[config.mk]
export PLATFORM = sky130hd
export DESIGN_NAME = csr_file_top
export DESIGN_NICKNAME = d
export VERILOG_FILES = /design/src/source/csr_pkg.sv /design/src/source/csr_access_ctrl.sv /design/src/source/csr_file_top.sv /design/src/source/csr_perf_counters.sv /design/src/source/csr_trap_regs.sv
export SDC_FILE = /design/constraint.sdc
export NUM_CORES = 1
export LEC_CHECK = 0
export BUFFER_PORTS_ARGS = -buffer_cell sky130_fd_sc_hd__buf_2
export CAP_MARGIN = 20
export CELL_PAD_IN_SITES_DETAIL_PLACEMENT = 1
export CELL_PAD_IN_SITES_GLOBAL_PLACEMENT = 2
export CORE_MARGIN = 1.5
export CORE_UTILIZATION = 38
export CTS_CLUSTER_SIZE = 24
export DETAILED_ROUTE_END_ITERATION = 8
export PLACE_DENSITY = 0.77
export SYNTH_ARGS = -nofsm -noshare
export SYNTH_HDL_FRONTEND = slang
export SYNTH_SLANG_ARGS = --single-unit
[constraint.sdc]
create_clock -name clk -period 3.5 [get_ports clk]
set_input_delay 0.35 -clock clk [delete_from_list [all_inputs] [get_ports clk]]
set_output_delay 0.35 -clock clk [all_outputs]
set_load 0.005 [all_outputs]
[src/source/csr_pkg.sv]
// rv32 machine mode only; counter indexes must stay below 31 so the alias at 0x79F is never a real counter
package csr_pkg;

  //////////////////////////////////////////////////
  // widths
  //////////////////////////////////////////////////

  localparam int unsigned CSR_ADDR_W = 12;   // csr number width
  localparam int unsigned XLEN       = 32;   // data width
  localparam int unsigned MCAUSE_W   = 6;    // irq flag on top, 5 bit code below

  // access operation, encoded as the core's csr instruction decoder gives it
  typedef enum logic [1:0] {
    CSR_OP_NONE  = 2'b00,  // read only
    CSR_OP_WRITE = 2'b01,
    CSR_OP_SET   = 2'b10,
    CSR_OP_CLEAR = 2'b11
  } csr_op_e;

  //////////////////////////////////////////////////
  // addresses
  //////////////////////////////////////////////////

  typedef enum logic [CSR_ADDR_W-1:0] {
    CSR_MSTATUS   = 12'h300,
    CSR_MISA      = 12'h301,
    CSR_MTVEC     = 12'h305,  // read only here, boot address
    CSR_MEPC      = 12'h341,
    CSR_MCAUSE    = 12'h342,
    CSR_PCCR_BASE = 12'h780,  // counter 0
    CSR_PCCR_ALL  = 12'h79F,  // write alias for every counter
    CSR_PCER      = 12'h7A0,  // per event enable
    CSR_PCMR      = 12'h7A1,  // global enable + saturate
    CSR_MHARTID   = 12'hF14
  } csr_addr_e;

  // addr[11:5] of the counter window 0x780..0x79F
  localparam logic [6:0] PCCR_BASE_MASK = 7'b0111100;

  //////////////////////////////////////////////////
  // mstatus layout
  //////////////////////////////////////////////////

  localparam int unsigned MSTATUS_MIE_BIT  = 3;
  localparam int unsigned MSTATUS_MPIE_BIT = 7;
  localparam int unsigned MSTATUS_MPP_LSB  = 11;  // two bits, 12:11

  typedef enum logic [1:0] {
    PRIV_LVL_U = 2'b00,
    PRIV_LVL_S = 2'b01,
    PRIV_LVL_M = 2'b11   // the only level this core runs in
  } priv_lvl_e;

  //////////////////////////////////////////////////
  // performance counters
  //////////////////////////////////////////////////

  // cycle, instr, load, store, jump, branch, taken branch
  localparam int unsigned N_FIXED_EVENTS = 7;

  // bit 0 global enable, bit 1 saturate
  localparam logic [1:0] PCMR_RESET = 2'b11;

endpackage

[src/source/csr_access_ctrl.sv]
// single cycle access, no back-pressure; blocks must never claim the same address, first hit wins
`timescale 1ns/1ps

module csr_access_ctrl (
  // port from the core
  input  logic                           csr_access_i,
  input  logic [csr_pkg::CSR_ADDR_W-1:0] csr_addr_i,
  input  logic [csr_pkg::XLEN-1:0]       csr_wdata_i,
  input  csr_pkg::csr_op_e               csr_op_i,
  output logic [csr_pkg::XLEN-1:0]       csr_rdata_o,

  // read return from the register blocks
  input  logic [csr_pkg::XLEN-1:0]       trap_rdata_i,
  input  logic                           trap_hit_i,
  input  logic [csr_pkg::XLEN-1:0]       perf_rdata_i,
  input  logic                           perf_hit_i,

  // shared write side towards the register blocks
  output logic [csr_pkg::CSR_ADDR_W-1:0] csr_addr_o,
  output logic                           csr_we_o,
  output logic [csr_pkg::XLEN-1:0]       csr_wdata_o
);

  import csr_pkg::*;

  logic [XLEN-1:0] cur_val;    // current read value of the addressed csr
  logic            op_writes;  // op changes state

  //////////////////////////////////////////////////
  // read mux
  //////////////////////////////////////////////////

  // hit flags come from each block's own decoder
  always_comb begin
    cur_val = '0;  // unmapped address reads zero
    if (trap_hit_i) begin
      cur_val = trap_rdata_i;
    end else if (perf_hit_i) begin
      cur_val = perf_rdata_i;
    end
  end

  assign csr_rdata_o = cur_val;  // combinational, same cycle

  //////////////////////////////////////////////////
  // write data and enable
  //////////////////////////////////////////////////

  assign op_writes = (csr_op_i != CSR_OP_NONE);
  assign csr_we_o  = csr_access_i & op_writes;  // lands on next edge

  // set and clear always merge with the value as read
  always_comb begin
    unique case (csr_op_i)
      CSR_OP_WRITE: csr_wdata_o = csr_wdata_i;
      CSR_OP_SET:   csr_wdata_o = cur_val | csr_wdata_i;
      CSR_OP_CLEAR: csr_wdata_o = cur_val & ~csr_wdata_i;
      default:      csr_wdata_o = csr_wdata_i;  // none, we is low anyway
    endcase
  end

  // one shared address bus, decoding stays in the blocks
  assign csr_addr_o = csr_addr_i;

endmodule

[src/source/csr_file_top.sv]
// one access per cycle, reads same cycle, writes and trap updates at the next rising clk
`timescale 1ns/1ps

module csr_file_top #(
  parameter int unsigned N_EXT_CNT = 2,     // 0..8 external events
  parameter bit          RV32E     = 1'b0,  // misa E
  parameter bit          RV32M     = 1'b1   // misa M
) (
  input  logic                           clk,
  input  logic                           rst_n,

  // csr access port
  input  logic                           csr_access_i,
  input  logic [csr_pkg::CSR_ADDR_W-1:0] csr_addr_i,
  input  logic [csr_pkg::XLEN-1:0]       csr_wdata_i,
  input  csr_pkg::csr_op_e               csr_op_i,
  output logic [csr_pkg::XLEN-1:0]       csr_rdata_o,

  input  logic [csr_pkg::XLEN-1:0]       boot_addr_i,
  input  logic [3:0]                     core_id_i,
  input  logic [5:0]                     cluster_id_i,

  // traps
  input  logic [csr_pkg::XLEN-1:0]       pc_if_i,
  input  logic [csr_pkg::XLEN-1:0]       pc_id_i,
  input  logic                           csr_save_if_i,
  input  logic                           csr_save_id_i,
  input  logic                           csr_save_cause_i,
  input  logic                           csr_restore_mret_i,
  input  logic [csr_pkg::MCAUSE_W-1:0]   csr_cause_i,
  output logic                           m_irq_enable_o,
  output logic [csr_pkg::XLEN-1:0]       mepc_o,

  // perf events
  input  logic                           if_valid_i,
  input  logic                           mem_load_i,
  input  logic                           mem_store_i,
  input  logic                           jump_i,
  input  logic                           branch_i,
  input  logic                           branch_taken_i,
  input  logic [N_EXT_CNT-1:0]           ext_counters_i
);

  import csr_pkg::*;

  logic [CSR_ADDR_W-1:0] csr_addr;       // shared address
  logic                  csr_we;
  logic [XLEN-1:0]       csr_wdata_eff;  // after set/clear merge
  logic [XLEN-1:0]       trap_rdata;
  logic                  trap_hit;
  logic [XLEN-1:0]       perf_rdata;
  logic                  perf_hit;

  csr_access_ctrl i_access_ctrl (
    .csr_access_i (csr_access_i),
    .csr_addr_i   (csr_addr_i),
    .csr_wdata_i  (csr_wdata_i),
    .csr_op_i     (csr_op_i),
    .csr_rdata_o  (csr_rdata_o),
    .trap_rdata_i (trap_rdata),
    .trap_hit_i   (trap_hit),
    .perf_rdata_i (perf_rdata),
    .perf_hit_i   (perf_hit),
    .csr_addr_o   (csr_addr),
    .csr_we_o     (csr_we),
    .csr_wdata_o  (csr_wdata_eff)
  );

  csr_trap_regs #(
    .RV32E (RV32E),
    .RV32M (RV32M)
  ) i_trap_regs (
    .clk                (clk),
    .rst_n              (rst_n),
    .csr_addr_i         (csr_addr),
    .csr_we_i           (csr_we),
    .csr_wdata_i        (csr_wdata_eff),
    .rdata_o            (trap_rdata),
    .hit_o              (trap_hit),
    .boot_addr_i        (boot_addr_i),
    .core_id_i          (core_id_i),
    .cluster_id_i       (cluster_id_i),
    .pc_if_i            (pc_if_i),
    .pc_id_i            (pc_id_i),
    .csr_save_if_i      (csr_save_if_i),
    .csr_save_id_i      (csr_save_id_i),
    .csr_save_cause_i   (csr_save_cause_i),
    .csr_restore_mret_i (csr_restore_mret_i),
    .csr_cause_i        (csr_cause_i),
    .m_irq_enable_o     (m_irq_enable_o),
    .mepc_o             (mepc_o)
  );

  csr_perf_counters #(
    .N_EXT_CNT (N_EXT_CNT)
  ) i_perf_counters (
    .clk            (clk),
    .rst_n          (rst_n),
    .csr_addr_i     (csr_addr),
    .csr_we_i       (csr_we),
    .csr_wdata_i    (csr_wdata_eff),
    .rdata_o        (perf_rdata),
    .hit_o          (perf_hit),
    .if_valid_i     (if_valid_i),
    .mem_load_i     (mem_load_i),
    .mem_store_i    (mem_store_i),
    .jump_i         (jump_i),
    .branch_i       (branch_i),
    .branch_taken_i (branch_taken_i),
    .ext_counters_i (ext_counters_i)
  );

endmodule

[src/source/csr_perf_counters.sv]
// counters lag their event by two edges; N_EXT_CNT up to 8, at 0 the ext_counters_i port is ignored
`timescale 1ns/1ps

module csr_perf_counters #(
  parameter int unsigned N_EXT_CNT = 2
) (
  input  logic                           clk,
  input  logic                           rst_n,

  // shared write side
  input  logic [csr_pkg::CSR_ADDR_W-1:0] csr_addr_i,
  input  logic                           csr_we_i,
  input  logic [csr_pkg::XLEN-1:0]       csr_wdata_i,
  output logic [csr_pkg::XLEN-1:0]       rdata_o,
  output logic                           hit_o,

  // events, one cycle high per occurrence
  input  logic                           if_valid_i,      // new instr from IF
  input  logic                           mem_load_i,
  input  logic                           mem_store_i,
  input  logic                           jump_i,          // j, jal, jalr
  input  logic                           branch_i,        // conditional
  input  logic                           branch_taken_i,
  input  logic [N_EXT_CNT-1:0]           ext_counters_i
);

  import csr_pkg::*;

  localparam int unsigned N_CNT = N_FIXED_EVENTS + N_EXT_CNT;

  logic [N_CNT-1:0]           evt_in;     // raw event per counter
  logic [N_CNT-1:0]           cnt_inc;    // gated by pcer and pcmr
  logic [N_CNT-1:0]           cnt_inc_q;  // registered, applied next edge
  logic [N_CNT-1:0][XLEN-1:0] cnt_q;
  logic [N_CNT-1:0][XLEN-1:0] cnt_n;
  logic [N_CNT-1:0]           pcer_q;     // per event enable
  logic [1:0]                 pcmr_q;     // [1] saturate, [0] global enable

  logic       is_pccr;   // 0x780..0x79F
  logic       is_all;    // alias 0x79F
  logic       is_pcer;
  logic       is_pcmr;
  logic [4:0] pccr_idx;  // counter index within the window

  //////////////////////////////////////////////////
  // event mapping
  //////////////////////////////////////////////////

  assign evt_in[0] = 1'b1;            // cycles
  assign evt_in[1] = if_valid_i;      // instructions
  assign evt_in[2] = mem_load_i;
  assign evt_in[3] = mem_store_i;
  assign evt_in[4] = jump_i;
  assign evt_in[5] = branch_i;
  assign evt_in[6] = branch_taken_i;

  for (genvar i = 0; i < N_EXT_CNT; i++) begin : g_ext_evt
    assign evt_in[N_FIXED_EVENTS+i] = ext_counters_i[i];
  end

  assign cnt_inc = evt_in & pcer_q & {N_CNT{pcmr_q[0]}};

  //////////////////////////////////////////////////
  // address decode
  //////////////////////////////////////////////////

  assign is_pccr  = (csr_addr_i[CSR_ADDR_W-1:5] == PCCR_BASE_MASK);
  assign is_all   = (csr_addr_i == CSR_PCCR_ALL);
  assign is_pcer  = (csr_addr_i == CSR_PCER);
  assign is_pcmr  = (csr_addr_i == CSR_PCMR);
  assign pccr_idx = 5'(csr_addr_i - CSR_PCCR_BASE);

  assign hit_o = is_pccr | is_pcer | is_pcmr;  // whole window claimed

  // alias and unused indexes read zero
  always_comb begin
    rdata_o = '0;
    if (is_pcer) begin
      rdata_o[N_CNT-1:0] = pcer_q;
    end else if (is_pcmr) begin
      rdata_o[1:0] = pcmr_q;
    end else if (is_pccr && !is_all && (pccr_idx < N_CNT)) begin
      rdata_o = cnt_q[pccr_idx];
    end
  end

  //////////////////////////////////////////////////
  // counter update
  //////////////////////////////////////////////////

  always_comb begin
    for (int c = 0; c < N_CNT; c++) begin
      cnt_n[c] = cnt_q[c];
      // hold at all ones when saturating, wrap otherwise
      if (cnt_inc_q[c] && (!pcmr_q[1] || (cnt_q[c] != '1))) begin
        cnt_n[c] = cnt_q[c] + XLEN'(1);
      end
      // software write overrides a pending increment
      if (csr_we_i && is_pccr && (is_all || (pccr_idx == 5'(c)))) begin
        cnt_n[c] = csr_wdata_i;
      end
    end
  end

  always_ff @(posedge clk or negedge rst_n) begin
    if (!rst_n) begin
      pcer_q    <= '0;
      pcmr_q    <= PCMR_RESET;  // enabled, saturating
      cnt_inc_q <= '0;
      cnt_q     <= '0;
    end else begin
      if (csr_we_i && is_pcer) begin
        pcer_q <= csr_wdata_i[N_CNT-1:0];
      end
      if (csr_we_i && is_pcmr) begin
        pcmr_q <= csr_wdata_i[1:0];
      end
      cnt_inc_q <= cnt_inc;  // first edge
      cnt_q     <= cnt_n;    // second edge
    end
  end

endmodule

[src/source/csr_trap_regs.sv]
// machine mode only: MPP is hardwired to 3, mtvec is the boot address, trap save beats a software write
`timescale 1ns/1ps

module csr_trap_regs #(
  parameter bit RV32E = 1'b0,
  parameter bit RV32M = 1'b1
) (
  input  logic                           clk,
  input  logic                           rst_n,

  // shared write side
  input  logic [csr_pkg::CSR_ADDR_W-1:0] csr_addr_i,
  input  logic                           csr_we_i,
  input  logic [csr_pkg::XLEN-1:0]       csr_wdata_i,
  output logic [csr_pkg::XLEN-1:0]       rdata_o,
  output logic                           hit_o,

  // static config
  input  logic [csr_pkg::XLEN-1:0]       boot_addr_i,
  input  logic [3:0]                     core_id_i,
  input  logic [5:0]                     cluster_id_i,

  // trap control from the core
  input  logic [csr_pkg::XLEN-1:0]       pc_if_i,
  input  logic [csr_pkg::XLEN-1:0]       pc_id_i,
  input  logic                           csr_save_if_i,
  input  logic                           csr_save_id_i,
  input  logic                           csr_save_cause_i,
  input  logic                           csr_restore_mret_i,
  input  logic [csr_pkg::MCAUSE_W-1:0]   csr_cause_i,

  output logic                           m_irq_enable_o,
  output logic [csr_pkg::XLEN-1:0]       mepc_o
);

  import csr_pkg::*;

  // MXL=1, M bit 12, I bit 8, E bit 4, C bit 2
  localparam logic [XLEN-1:0] MISA_VALUE = {2'd1, 4'b0, 13'b0, RV32M, 3'b0,
                                            1'b1, 3'b0, RV32E, 1'b0, 1'b1, 2'b0};

  logic                mie_q;      // mstatus.MIE
  logic                mie_n;
  logic                mpie_q;     // mstatus.MPIE
  logic                mpie_n;
  logic [XLEN-1:0]     mepc_q;
  logic [XLEN-1:0]     mepc_n;
  logic [MCAUSE_W-1:0] mcause_q;   // {irq, code[4:0]}
  logic [MCAUSE_W-1:0] mcause_n;
  logic [XLEN-1:0]     exc_pc;     // pc saved on trap entry

  //////////////////////////////////////////////////
  // read side and address claim
  //////////////////////////////////////////////////

  always_comb begin
    rdata_o = '0;
    hit_o   = 1'b1;
    case (csr_addr_i)
      CSR_MSTATUS: begin
        rdata_o[MSTATUS_MIE_BIT]       = mie_q;
        rdata_o[MSTATUS_MPIE_BIT]      = mpie_q;
        rdata_o[MSTATUS_MPP_LSB +: 2]  = PRIV_LVL_M;  // always machine
      end
      CSR_MISA:    rdata_o = MISA_VALUE;
      CSR_MTVEC:   rdata_o = boot_addr_i;
      CSR_MEPC:    rdata_o = mepc_q;
      CSR_MCAUSE:  rdata_o = {mcause_q[MCAUSE_W-1], {(XLEN-MCAUSE_W){1'b0}},
                              mcause_q[MCAUSE_W-2:0]};
      CSR_MHARTID: rdata_o = {21'b0, cluster_id_i, 1'b0, core_id_i};
      default:     hit_o   = 1'b0;  // not ours
    endcase
  end

  //////////////////////////////////////////////////
  // next state
  //////////////////////////////////////////////////

  // if stage pc when asked for, id stage otherwise
  always_comb begin
    exc_pc = pc_id_i;
    if (csr_save_if_i) begin
      exc_pc = pc_if_i;
    end else if (csr_save_id_i) begin
      exc_pc = pc_id_i;
    end
  end

  always_comb begin
    mie_n    = mie_q;
    mpie_n   = mpie_q;
    mepc_n   = mepc_q;
    mcause_n = mcause_q;

    if (csr_save_cause_i) begin
      // trap entry, a software write in this cycle is dropped
      mepc_n   = exc_pc;
      mcause_n = csr_cause_i;
      mpie_n   = mie_q;
      mie_n    = 1'b0;   // irqs masked in handler
    end else begin
      if (csr_we_i) begin
        case (csr_addr_i)
          CSR_MSTATUS: begin
            mie_n  = csr_wdata_i[MSTATUS_MIE_BIT];
            mpie_n = csr_wdata_i[MSTATUS_MPIE_BIT];
          end
          CSR_MEPC:   mepc_n   = csr_wdata_i;
          CSR_MCAUSE: mcause_n = {csr_wdata_i[XLEN-1], csr_wdata_i[MCAUSE_W-2:0]};
          default: ;  // read-only or foreign address
        endcase
      end
      // mret wins over a write to mstatus
      if (csr_restore_mret_i) begin
        mie_n  = mpie_q;
        mpie_n = 1'b1;
      end
    end
  end

  always_ff @(posedge clk or negedge rst_n) begin
    if (!rst_n) begin
      mie_q    <= 1'b0;
      mpie_q   <= 1'b0;
      mepc_q   <= '0;
      mcause_q <= '0;
    end else begin
      mie_q    <= mie_n;
      mpie_q   <= mpie_n;
      mepc_q   <= mepc_n;
      mcause_q <= mcause_n;
    end
  end

  assign m_irq_enable_o = mie_q;
  assign mepc_o         = mepc_q;

endmodule

Yosys cells after proc, flatten, opt, wreduce, memory -nomap -nowiden. Cells that the tools add are included.

Register bits after elaboration: 348. Latch bits: 0. Logic and storage cells: 179. Memories kept: 0. Input bits: 173. RAM bits: 0. Output and inout bits: 65. Memory bits (read-only): 0.

$lt $le $gt $ge: 2. $mul: 0. Shift operators: 0. Reductions and logical operators: 63. Bitwise logic cells: 8. Equal/unequal tests: 29. $add $sub $neg: 10. Divide/modulo/power cells: 0. Multiplexer cells: 51.

Operators by type and width (count): $mux 32 (26); $add 32x1->32 const B (9); $ne 32x32->1 const B (9); $bmux 32 s4 (1); $pmux 19 s4 (1); $pmux 32 s2 (1); $eq 12x10->1 const B (5); $eq 12x11->1 const B (3); $and 32x32->32 (1); $not 32->32 (1); $or 32x32->32 (1); $mux 30 (1); $reduce_bool 2->1 (13); $pmux 3 s4 (2); $logic_and 1x1->1 (23); $mux 23 (1); $eq 5x3->1 const B (4); $and 9x9->9 (2); $logic_or 1x1->1 (18); $mux 6 (3); $pmux 3 s5 (1); $eq 12x12->1 const B (1); $eq 5x2->1 const B (2); $mux 1 (9); 19 further kinds (25).

Depth between registers and ports, before layout.
Depth in word-level cells: 15. Depth in mapped cells: 11. Mapped depth without buffers: 7.

Modules after synthesis. From an unflattened synthesis, not the netlist that was laid out.

Cell total of the unflattened synthesis: 2797. Area, all modules: 24583.6 µm².

Modules (own cells, without submodules): csr_perf_counters (cells each 2358, sequential area each 7709.9 µm², area each 20541.0 µm², instances 1); csr_trap_regs (cells each 277, sequential area each 1001.0 µm², area each 2980.4 µm², instances 1); csr_access_ctrl (cells each 162, sequential area each 0.0 µm², area each 1062.3 µm², instances 1).

Least setup slack after synthesis. No wires, ideal clock.

Kind: register to register. From: reg i_perf_counters.cnt_q[128] in the netlist's numbering. To: reg i_perf_counters.cnt_q[157] in the netlist's numbering. Period minus slack after synthesis: 2438 ps. Setup time: 87 ps. Slack: 1062 ps. Arrival time: 2352 ps. Data required time: 3413 ps. Buffers on the path: 2. Stages on the path, launching flop included: 10. Cells stage by stage: dfrtp_1 ha_1 and2_1 clkbuf_1 and4_1 and4_1 buf_2 or3_4 or4_1 o211ai_1.

Longest elaborated chain between the ends: 4. Elaborated cells on any way between the ends: 7. Classes of those cells: 1 x add/sub; 1 x eq/ne; 2 x mux; 3 x reduce/logical.

RTL lines: start, declared (RTL line csr_perf_counters.sv:34) `logic [N_CNT-1:0][XLEN-1:0] cnt_q;`; start signal, assigned (RTL line csr_perf_counters.sv:119) `cnt_q <= cnt_n;`; branches (longest 4 deep; another with $add 32x1->32).

Parallel ways; which one is timed is not known. The select of a mux whose other input is x is not followed. A chain may end at the register's enable or synchronous reset.

Worst setup path in the final report.
From: in csr_addr_i[1] in the netlist's numbering. To: out csr_rdata_o[18] in the netlist's numbering.

Longest elaborated chain between the ends: 9. Elaborated cells on any way between the ends: 26. Classes of those cells: 1 x add/sub; 1 x order compare; 9 x eq/ne; 9 x mux; 2 x bitwise; 4 x reduce/logical.

RTL lines: start, declared (RTL line csr_file_top.sv:14) `input logic [csr_pkg::CSR_ADDR_W-1:0] csr_addr_i,`; branches (longest 8 deep; another with $sub 5x1->5); $mux 32 * (RTL line csr_access_ctrl.sv:36) `if (trap_hit_i) begin`; end, declared (RTL line csr_file_top.sv:17) `output logic [csr_pkg::XLEN-1:0] csr_rdata_o,`.

Mark *: on every way between the ends. The select of a mux whose other input is x is not followed.

==> impl_metrics.tcl <==
set metrics [dict create \
    outcome "completed" \
    routedWlPerCell_um 28.95 \
    clk_pin_slew_ns 0.05 \
    syn-cell-area_um2 24320 \
    powerDensity_nw_per_um2 346.9 \
    fp.dieArea_um2 65540 \
    start_kind "primary input" \
    max_stage_delay_ns 0.94 \
    netlist_instances 2511 \
    fill_cells 7136 \
    cts_inserted_buffers 45 \
    grt_pass1_vias 23360 \
    dieWidth_um 256.0 \
    final-setup-viol-count 0 \
    synth_common_cells "dfrtp_1 (346), mux2i_1 (280), nand2_1 (215)" \
    final_max_slew_viol_count 0 \
    whs_path_depth 2 \
    root_buffer "clkbuf_16" \
    critical_path_required_ns 3.15 \
    ys_seq_elements 348 \
    grt_use_total 0.3202 \
    core_area_um2 63200 \
    cts.sink_count 348 \
    r2r_setup_slack_ns 0.53 \
    vias 22880 \
    wl_met3_um 6309 \
    vias_per_cell 6.237 \
    hold_ws_ns 0.04174 \
    firstDrtPassIters 7 \
    first_iter_violations 1973 \
    grt_overflow_total 0 \
    path_cells "buf_6, buf_4, nor4b_2, buf_4, a21oi_1, o31ai_1, buf_2" \
    setup.worst_path.end_class "output pin" \
    synth_area_leaders "dfrtp_1 (36%), mux2i_1 (12%), xor2_1 (5.3%), xnor2_1 (4.1%), nand2_1 (3.3%)" \
    r2r_start "i_perf_counters.cnt_q[160]" \
    min_from "mem_load_i" \
    worstPathArrival_ns 2.97 \
    max_freq_mhz 301.4 \
    portBuffers 236 \
    cpLargestDelayFamily "buffers and inverters" \
    dpl.cell_count 3581 \
    cts_max_level 2 \
    leakage_nw 12.19 \
    synth_top_area_frac 0.3559 \
    place_hpwl_um 81850 \
    critPathMaxFanout 34 \
    synth_edf_count 0 \
    peakVddDrop_uv 294.3 \
    syn_avg_cell_area_um2 9.687 \
    ys_types 116 \
    antenna_found_initial 2 \
    start_util 0.3849 \
    gp_congestion 0.9520 \
    hold_class "in2reg" \
    path_class "in2out" \
    synth_ff_type "dfrtp_1" \
    drc 0 \
    fin_skew_ns 0.02556 \
    drtAntennaViolNets 0 \
    wl_met2_um 49350 \
    cts_buffer_depth 3 \
    grt_setup_unrepaired "false" \
    synthToLayoutAreaGrowth_pct 17.49 \
    maxUsedRoutingLayer "met4" \
    fin_crit_sh 0.9479 \
    critPathBufInv 4 \
    r2r_cells 8 \
    grt_max_degree 98 \
    clkLatencyLatePin_ns 0.59 \
    yosys_warnings 0 \
    rr_endpoint "i_perf_counters.cnt_q[165]" \
    routed_wl_um 106200 \
    nNetsFinal 2969 \
    ioPinCount 238 \
    post_cts_resized 0 \
    wl_met1_um 46370 \
    instances_no_fill 3668 \
    fin_ws_ns 0.1825 \
    timing.slew.headroom 0.2727 \
    num_rows 92 \
    die_h_um 256.0 \
    slowest_stage "nor4b_2" \
    grt_first_pass_wirelength_um 157800 \
    synth_seq_area_share 0.3581 \
    whs_endpoint "i_perf_counters.cnt_inc_q[2]" \
    drive_gt1_frac 0.2060 \
    tightest_slew_ns 1.088 \
    hold_violations 0 \
    syn-num-nets 2693 \
    async_reset_ff_frac 1.000 \
    synth_most_common_cell "dfrtp_1" \
    place_worst_setup_slack_ns 0.09719 \
    cp_common_cell "buf_4" \
    drv_cap 0 \
    synth_top_area_cell "dfrtp_1" \
    setup-tns-final_ns 0 \
    cts_tree "yes" \
    post-route-min-period_ns 3.317 \
]
## cell families after synthesis
kind of cell / after synthesis / synth area share
compound gates: 416 / 0.1296
fa+ha+maj: 9 / 0.004629
buf+inv: 203 / 0.04352
flops: 348 / 0.3581
xor+xnor: 262 / 0.09434
simple gates: 943 / 0.2134
mux: 330 / 0.1564
## metrics by stage
stage	power, mW	instance area, um^2	util
5_1_grt	10.22	28570	0.4521
3_3_place_gp	5.357	27100	0.4289
2_1_floorplan	4.725	24320	-
4_1_cts	9.995	28570	0.4521
3_5_place_dp	5.378	27100	0.4289
6_report	9.915	28580	0.4522
## report_power, final
group          switching, mW  internal, mW
logic                  0.734         0.401
clock network           1.89          2.70
registers             0.0951          4.09
## metal layers
metal  global-route usage  vias up
met3              0.04011      180
met2               0.5199      925
met5                    0        -
met1               0.4362    11740
li1                     -    10030
met4               0.1193        0
## flip-flops by register name (all words and copies together), names as in the netlist
| name | cells |
|---|---|
| i_trap_regs.mepc_o | 32 |
| i_perf_counters.cnt_q | 288 |
| i_trap_regs.mpie_q | 1 |
| i_perf_counters.cnt_inc_q | 9 |
| i_trap_regs.mcause_q | 6 |
| i_perf_counters.pcer_q | 9 |
| i_trap_regs.m_irq_enable_o | 1 |
| i_perf_counters.pcmr_q | 2 |
## worst register-to-register path, cell delays in order (launching register included)
cell and delay, ns:
dfrtp_1 0.43, ha_1 0.26, nand2_1 0.18, nor4_2 0.06, buf_4 0.17, a31oi_1 0.80
nand2b_1 0.24, or4b_2 0.65, o211ai_1 0.10
## final cells by class
type | instances | area (um^2) | share of cell area
Antenna cell | 2 | 5.005 | 0.0001751
Clock buffer | 75 | 1360 | 0.04759
Clock inverter | 5 | 61.31 | 0.002145
Inverter | 48 | 180.2 | 0.006304
Multi-Input combinational cell | 1960 | 14650 | 0.5128
Sequential cell | 348 | 8711 | 0.3048
Tap cell | 846 | 1059 | 0.03704
Timing Repair Buffer | 384 | 2549 | 0.08918
## placed cells by master (no fill, tap or decap), types with 68 or more instances in the layout
cell / count
a21oi_1: 91
and3_1: 68
buf_2: 233
buf_4: 126
dfrtp_1: 346
mux2i_1: 280
nand2_1: 214
nand3_1: 141
nand4_1: 109
nor2_1: 110
nor3_1: 79
xnor2_1: 115
xor2_1: 147
## worst max path at each step
stage                                    start                    endpoint  depth (start not counted)
detailed placement               csr_addr_i[1]   i_perf_counters.cnt_q[26]                         10
global placement                 csr_addr_i[1]  i_perf_counters.cnt_q[122]                         10
global route                     csr_addr_i[1]             csr_rdata_o[18]                          7
floorplan           i_perf_counters.cnt_q[128]  i_perf_counters.cnt_q[157]                          9
CTS                              csr_addr_i[1]             csr_rdata_o[18]                          7
finish                           csr_addr_i[1]             csr_rdata_o[18]                          7
## timing repair
item,in CTS,in global routing
hold buffers,5,0
buffers inserted,0,0
endpoints found under the hold margin,92,0
Power figures use the tool's default switching activity.
